[src/common/correlator_config.svh]
// Correlator sizing
// Line count, sample and accumulator widths, lag window and delay range

`ifndef CORRELATOR_CONFIG_SVH
`define CORRELATOR_CONFIG_SVH

// Input lines and sample format
`define NUM_INPUTS 4
`define WORD_WIDTH 2                              // Signed samples

// Lag window, LAG_CROSS*2-1 lags per baseline
`define LAG_CROSS 2
`define NUM_LAGS (`LAG_CROSS * 2 - 1)

// Programmable delay offset
`define DELAY_DEPTH 7
`define DELAY_WIDTH 3

// History length covers the largest offset plus the quadrature tap
`define HIST_DEPTH (`DELAY_DEPTH + `NUM_LAGS + 1)

// Accumulator width, small so that saturation is reachable
`define RESOLUTION 10

// One baseline per unordered line pair
`define NUM_BASELINES (`NUM_INPUTS * (`NUM_INPUTS - 1) / 2)

`endif

[src/common/correlator_pkg.sv]
// Correlator types
// Samples, per-line setup, tap windows, accumulators and the dumped frame

`include "correlator_config.svh"

package correlator_pkg;

	// ********************************************************************
	// Input side
	// ********************************************************************

	typedef logic signed [`WORD_WIDTH-1:0] sample_t;

	typedef struct packed {
		logic [`DELAY_WIDTH-1:0] delay;    // Tap offset into the history
		logic mode;                        // Difference mode when set on both lines
	} line_cfg_t;

	// Window one line presents to every baseline it takes part in
	typedef struct packed {
		sample_t [`NUM_LAGS-1:0] re_taps;
		sample_t [`NUM_LAGS-1:0] im_taps;  // Same window one tap later
	} tap_win_t;

	// ********************************************************************
	// Accumulator side
	// ********************************************************************

	typedef logic signed [`RESOLUTION-1:0] acc_t;

	typedef struct packed {
		acc_t re;
		acc_t im;
	} acc_pair_t;

	typedef struct packed {
		acc_pair_t [`NUM_LAGS-1:0] lags;
		logic overflow;                    // Sticky until the next dump
	} baseline_acc_t;

	// Baselines ordered (0,1) (0,2) (0,3) (1,2) (1,3) (2,3)
	typedef baseline_acc_t [`NUM_BASELINES-1:0] frame_t;

endpackage

[src/delay_line.sv]
// Per-line delay line
// Shifts in a sample on each strobe and presents the real and quadrature
// tap windows at the programmed offset

`include "correlator_config.svh"

module delay_line (
	input  logic                        pllclk,
	input  logic                        reset,
	input  logic                        smp,
	input  correlator_pkg::sample_t     sample,
	input  logic [`DELAY_WIDTH-1:0]     delay,
	output correlator_pkg::tap_win_t    win
);

	// hist[0] holds the newest sample
	correlator_pkg::sample_t [`HIST_DEPTH-1:0] hist;

	always_ff @(posedge pllclk) begin
		if (!reset) begin
			hist <= '0;
		end else if (smp) begin
			hist <= {hist[`HIST_DEPTH-2:0], sample};
		end
	end

	// ********************************************************************
	// Window select
	// ********************************************************************

	// Quadrature window sits one tap further back than the real one
	always_comb begin
		for (int k = 0; k < `NUM_LAGS; k++) begin
			win.re_taps[k] = hist[int'(delay) + k];
			win.im_taps[k] = hist[int'(delay) + k + 1];
		end
	end

endmodule

[src/correlator/baseline_mac.sv]
// Baseline multiply/difference accumulator
// Three lags of real and quadrature sums for one line pair, with a
// sticky overflow that freezes the whole baseline until the next dump

`include "correlator_config.svh"

module baseline_mac (
	input  logic                            pllclk,
	input  logic                            reset,
	input  logic                            add_en,
	input  logic                            clr_acc,
	input  correlator_pkg::tap_win_t        win_a,
	input  correlator_pkg::tap_win_t        win_b,
	input  logic                            diff_mode,
	output correlator_pkg::baseline_acc_t   acc
);

	localparam int TERM_W = 2 * `WORD_WIDTH;
	localparam int CENTRE = `LAG_CROSS - 1;
	// One worst-case product short of full scale
	localparam int LIMIT = (1 << (`RESOLUTION - 1)) - 1 - (1 << TERM_W);

	logic signed [TERM_W-1:0] term_re [`NUM_LAGS];
	logic signed [TERM_W-1:0] term_im [`NUM_LAGS];
	logic near_lim;

	// Lag k pairs tap k of line a with the centre tap of line b
	always_comb begin
		for (int k = 0; k < `NUM_LAGS; k++) begin
			if (diff_mode) begin
				term_re[k] = $signed(win_a.re_taps[k]) - $signed(win_b.re_taps[CENTRE]);
				term_im[k] = $signed(win_a.im_taps[k]) - $signed(win_b.im_taps[CENTRE]);
			end else begin
				term_re[k] = $signed(win_a.re_taps[k]) * $signed(win_b.re_taps[CENTRE]);
				term_im[k] = $signed(win_a.im_taps[k]) * $signed(win_b.im_taps[CENTRE]);
			end
		end
	end

	// Headroom check over every sum of the baseline
	always_comb begin
		near_lim = 1'b0;
		for (int k = 0; k < `NUM_LAGS; k++) begin
			if (acc.lags[k].re >= LIMIT || acc.lags[k].re <= -LIMIT)
				near_lim = 1'b1;
			if (acc.lags[k].im >= LIMIT || acc.lags[k].im <= -LIMIT)
				near_lim = 1'b1;
		end
	end

	// ********************************************************************
	// Accumulate, freeze or restart
	// ********************************************************************

	always_ff @(posedge pllclk) begin
		if (!reset) begin
			acc <= '0;
		end else if (clr_acc) begin
			// Restart keeps the term landing on this edge
			acc.overflow <= 1'b0;
			for (int k = 0; k < `NUM_LAGS; k++) begin
				acc.lags[k].re <= add_en ? correlator_pkg::acc_t'(term_re[k]) : '0;
				acc.lags[k].im <= add_en ? correlator_pkg::acc_t'(term_im[k]) : '0;
			end
		end else if (add_en) begin
			if (acc.overflow || near_lim) begin
				acc.overflow <= 1'b1;      // Frozen
			end else begin
				for (int k = 0; k < `NUM_LAGS; k++) begin
					acc.lags[k].re <= acc.lags[k].re + correlator_pkg::acc_t'(term_re[k]);
					acc.lags[k].im <= acc.lags[k].im + correlator_pkg::acc_t'(term_im[k]);
				end
			end
		end
	end

endmodule

[src/correlator/correlator_array.sv]
// Baseline array
// One accumulator per line pair, fed from the per-line tap windows and
// clocked by a once-delayed copy of the sample strobe

`include "correlator_config.svh"

module correlator_array (
	input  logic                                            pllclk,
	input  logic                                            reset,
	input  logic                                            smp,
	input  logic                                            clr_acc,
	input  correlator_pkg::tap_win_t  [`NUM_INPUTS-1:0]     wins,
	input  correlator_pkg::line_cfg_t [`NUM_INPUTS-1:0]     line_cfg,
	output correlator_pkg::frame_t                          accs
);

	// Taps settle one cycle after the history shift
	logic add_en;

	always_ff @(posedge pllclk) begin
		if (!reset)
			add_en <= 1'b0;
		else
			add_en <= smp;
	end

	// ********************************************************************
	// Pair enumeration
	// ********************************************************************

	// Index of (a,b) counts the pairs before row a, then the offset in it
	for (genvar a = 0; a < `NUM_INPUTS - 1; a++) begin : g_row
		for (genvar b = a + 1; b < `NUM_INPUTS; b++) begin : g_col
			localparam int IDX = a * (2 * `NUM_INPUTS - a - 1) / 2 + (b - a - 1);

			logic diff_mode;

			assign diff_mode = line_cfg[a].mode & line_cfg[b].mode;

			baseline_mac u_mac (
				.pllclk    (pllclk),
				.reset     (reset),
				.add_en    (add_en),
				.clr_acc   (clr_acc),
				.win_a     (wins[a]),
				.win_b     (wins[b]),
				.diff_mode (diff_mode),
				.acc       (accs[IDX])
			);
		end
	end

endmodule

[src/integration_dump.sv]
// Integration dump
// Snapshots the live accumulators into the frame register on a dump pulse,
// restarts the integration and flags the new frame for one cycle

module integration_dump (
	input  logic                        pllclk,
	input  logic                        reset,
	input  logic                        dump,
	input  correlator_pkg::frame_t      accs,
	output logic                        clr_acc,
	output correlator_pkg::frame_t      frame,
	output logic                        frame_valid
);

	// Restart lands on the same edge as the snapshot
	assign clr_acc = dump;

	always_ff @(posedge pllclk) begin
		if (!reset) begin
			frame       <= '0;
			frame_valid <= 1'b0;
		end else begin
			frame_valid <= dump;          // High for the cycle after the dump
			if (dump)
				frame <= accs;            // Held until the next dump
		end
	end

endmodule

[src/correlator_top.sv]
// Cross-correlator top
// Delay lines per input, the baseline array and the frame dump logic

`include "correlator_config.svh"

module correlator_top (
	input  logic                                            pllclk,
	input  logic                                            reset,
	input  logic                                            smp,
	input  correlator_pkg::sample_t   [`NUM_INPUTS-1:0]     samples,
	input  correlator_pkg::line_cfg_t [`NUM_INPUTS-1:0]     line_cfg,
	input  logic                                            dump,
	output correlator_pkg::frame_t                          frame,
	output logic                                            frame_valid
);

	correlator_pkg::tap_win_t [`NUM_INPUTS-1:0] wins;
	correlator_pkg::frame_t                     accs;
	logic                                       clr_acc;

	// ********************************************************************
	// Input delay lines
	// ********************************************************************

	for (genvar i = 0; i < `NUM_INPUTS; i++) begin : g_line
		delay_line u_delay (
			.pllclk (pllclk),
			.reset  (reset),
			.smp    (smp),
			.sample (samples[i]),
			.delay  (line_cfg[i].delay),
			.win    (wins[i])
		);
	end

	// ********************************************************************
	// Correlation and dump
	// ********************************************************************

	correlator_array u_array (
		.pllclk   (pllclk),
		.reset    (reset),
		.smp      (smp),
		.clr_acc  (clr_acc),
		.wins     (wins),
		.line_cfg (line_cfg),
		.accs     (accs)
	);

	integration_dump u_dump (
		.pllclk      (pllclk),
		.reset       (reset),
		.dump        (dump),
		.accs        (accs),
		.clr_acc     (clr_acc),
		.frame       (frame),
		.frame_valid (frame_valid)
	);

endmodule

[config.mk]
export PLATFORM = sky130hd
export DESIGN_NAME = correlator_top
export DESIGN_NICKNAME = d
export VERILOG_FILES = /design/src/common/correlator_pkg.sv /design/src/delay_line.sv /design/src/correlator/baseline_mac.sv /design/src/correlator/correlator_array.sv /design/src/integration_dump.sv /design/src/correlator_top.sv
export VERILOG_INCLUDE_DIRS = /design/src /design/src/common
export SDC_FILE = /design/constraint.sdc
export NUM_CORES = 2
export LEC_CHECK = 0
export ABC_AREA = 1
export BUFFER_PORTS_ARGS = -buffer_cell sky130_fd_sc_hd__clkbuf_2
export CORE_MARGIN = 2
export CORE_UTILIZATION = 25
export DETAILED_ROUTE_END_ITERATION = 7
export PLACE_DENSITY = 0.51
export SYNTH_ARGS = -nofsm -noshare
export SYNTH_HDL_FRONTEND = slang
export SYNTH_SLANG_ARGS = --single-unit
[constraint.sdc]
create_clock -name pllclk -period 15.5 [get_ports pllclk]
set_input_delay 3.1 -clock pllclk [delete_from_list [all_inputs] [get_ports pllclk]]
set_output_delay 3.1 -clock pllclk [all_outputs]
set_load 0.1 [all_outputs]
==> impl_results.md <==
- Run status: finished, final reports clean
- Avg WL per Cell: 19.01 um
- RSZ-0062 raised after global routing: no
- Number of flops mapped to enable cells by yosys: 0
- Number of global-route vias before repair: ~50000
- DR vias: 52580
- First-pass GRT wire length: 308.7 mm
- DR pass1 iterations: 6
- Met1 usage: 23.56%
- TritonCTS Sinks: 822
- CP required: 16.07 ns
- Max-slew violation count: 0
- Critical path arrival: ~9.2 ns
- Peak Freq: 116.4 MHz
- Num CTS Buffers: 102
- Reg power frac: 30.5%
- CORE AREA: roughly 0.21 mm2
- Synthesized Nets: 8229
- Gpl congestion: 0.9017
- Crit Path Category: input port to flip-flop
- Startpoint types: input port
- CP Max Fanout: 15
- Post-Syn Instances: 7637
- Drt drc: 0
- Fin nets: 8464
- Slowest cell on crit path: ha_1
- Clock power frac: 33.7%
- CTS tree: done
- Switch Pwr: 0.003227 W
- Die Wd: 465.5 um
- PortBufs: 394
- Netlist cell types: 56
- Layout Skew: 0.03682 ns
- Synth-to-layout area growth: 15.67%
- HP Class: flip-flop to flip-flop
- Pint: 0.004759 W
- Yosys reg bits: roughly 820
- Fin crit period: 8.588 ns
- Yosys top cell by area: dfxtp_1
- Post-route setup TNS: 0 ns
- Synth area leaders: dfxtp_1, nand2_1, ha_1, o21ai_0, a21oi_1
- Gr usage total: 18.31%
- Worst-skew pair later-pin latency: between 0.7 and 0.8 ns
- First DRT Iteration DRCs: 3178
- Largest net degree at the start of global routing: 122
- Met3 usage: roughly 3.2%
- Warnings, synthesis: 0
- Starting Density: 25.13%
- Switching part of the total: 40.41%
- Post-CTS Setup Inserts: 0
- Final ANT Viol Nets: 0
- Peak VDD IR: 0.07712 mV
- Die area: 0.2167 mm2
- Root Buffer: clkbuf_16
- WP buf/inv: 6
- Max-cap check violation count: 0
- Cts hold-fix bufs: 0
- Die H: 465.5 um
- Most numerous cell in the Yosys netlist: nand2_1
- Initial antenna violation count: 18
- Sequential share of the synthesized area: 30.90%
- Clk slew on worst S/H paths: 0.06 ns
- HPWL Detailed: 150.0 mm
- GRT overflow: 0
- Final setup vio count: 0
- Via density per instance: 4.877
- Share of flip-flops with an asynchronous set or reset: 0%
- Crit path capture type: flip-flop
- Post-synth top area share: 30.90%
- Synth cell count leaders: nand2_1, o21ai_0, inv_1, dfxtp_1, a21oi_1
- P_leak: 27.83 nW
- Row count: roughly 170
- Cell Area, Synth: 0.05325 mm2
- Top FF cell, synth: dfxtp_1
- Worst relative slew slack: about 28%
- Final Hold Fails: 0
- CP max stage delay: 0.59 ns
- Comb power frac: 35.9%
- Final Cycle Share: 55.40%
- Final core occ: about 29%
- Total Power: 0.007986 W
- Cell repeated most along the worst path: nand2_1
- CP delay by family, top: buffers and inverters
- Met2 usage: 29.69%
- GRT busiest layer: met2
- Mean Syn Cell Area: around 7 um2
- R2r setup slk: 10.14 ns
- CTS resizes: 0
- Power per cell area: 129.7 mW/mm2
- Layout cells sized above 1: about 10%
- Clock buffer depth: 3
- Worst slew pin tran: 1.080 ns
- # IOs: 395
- Fillers: 23100
- Total wire length: 205.0 mm
- CTS H-Tree Depth: 3
-- stage by stage --
step                area (um2)  hold slack, ns  instances  setup WS, ns
CTS                      61580          0.4518      10780         6.991
detailed placement       57860          0.4389      10590         6.183
global route             61590          0.4724      10780         6.339
global placement         57860          0.4333      10590         6.350
floorplan                53250          0.4456       7637         7.332
finish                   61590          0.4495      10780         6.912
-- power groups by stage --
stage	clock network, W	logic [W]	registers [W]
after global routing	0.00285	0.00324	0.00245
after CTS	0.00277	0.00286	0.00243
after detailed placement	0	0.00285	0.00248
after global placement	0	0.00279	0.00248
after floorplan	0	0.00184	0.00273
final	0.00269	0.00286	0.00243
-- logic make-up (layout without fill, tap and decap cells) --
| family | count (synthesis) | count (layout) | synth area share [%] |
|---|---|---|---|
| xor gates and xnor gates | 64 | 64 | 1.053 |
| adders and majority gates | 564 | 564 | 14.70 |
| and+or+nand+nor | 2781 | 2781 | 22.04 |
| DFF | 822 | 822 | 30.90 |
| other | 0 | 5 | 0 |
| buffers and inverters | 1265 | 1583 | 9.211 |
| AOI/OAI and AO/OA | 2135 | 2135 | 21.98 |
| muxes | 6 | 6 | 0.1128 |
-- layout make-up --
class                   count  area (um2)  area share (%)
clock inverters            57       834.6           1.355
flip-flops and latches    822       16460           26.72
well taps                2821        3530           5.731
inverters                 955        3605           5.852
repair buffers            441        2347           3.811
clock buffers             130        2883           4.680
diodes                      5       12.51         0.02031
multi-input cells        5550       31930           51.83
-- worst reg2reg max path, delay by kind of cell, from the launching register on --
| kind | cells | cell delay, ns |
|---|---|---|
| AND/OR/NAND/NOR | 19 | 2.22 |
| buffers and inverters | 6 | 1.18 |
| adder cells (fa/ha/maj) | 3 | 0.98 |
| AO/OA/AOI/OAI | 3 | 0.52 |
| flip-flops | 1 | 0.33 |
-- placed cells by master (no fill, tap or decap), types with 10 or more instances in the layout --
master and n:
nand2_1 1613, o21ai_0 1054, inv_1 901, dfxtp_1 822, a21oi_1 704, nand3_1 464
ha_1 461, clkbuf_2 392, nor2_1 387, clkbuf_16 106, fa_1 103, a22o_1 102
or2_2 94, nor3_1 90, nand4_1 59, o22ai_1 46, buf_4 46, inv_2 41
xor2_1 39, a31oi_1 39, nand3b_1 30, o211ai_1 26, xnor2_1 25, a211oi_1 24
o21ai_1 20, bufinv_16 19, nand2_2 18, o21bai_1 17, clkinv_2 16, o2111ai_1 14
nor4_1 14, clkbuf_8 14, o31ai_1 13, clkinvlp_4 13, o221ai_1 12, a22oi_1 11
o21a_1 10, clkbuf_1 10
-- registers in the layout, summed over array words and instances (netlist names) --
signal                         cells
u_array.g_row.g_col.u_mac.acc    366
u_dump.frame                     366
g_line.u_delay.hist               88
u_array.add_en                     1
u_dump.frame_valid                 1
-- per-layer routing --
layer	part of all wire [%]	routed length, um
met1	45	91240
met2	45	92750
met3	5.4	10980
met4	4.8	9903
met5	0.055	112
-- worst paths after layout --
check | startpoint | to | cells past startpoint
worst max-delay path | line_cfg[6] | u_array.g_row[0].g_col[1].u_mac.acc[39] | 27
worst min-delay path | u_dump.frame[321] | u_dump.frame[321] | 2
worst max register to register | g_line[3].u_delay.hist[14] | u_array.g_row[1].g_col[3].u_mac.acc[29] | 31
worst min register to register | u_dump.frame[321] | u_dump.frame[321] | 2
No activity file was read; power rests on OpenSTA's default activity.
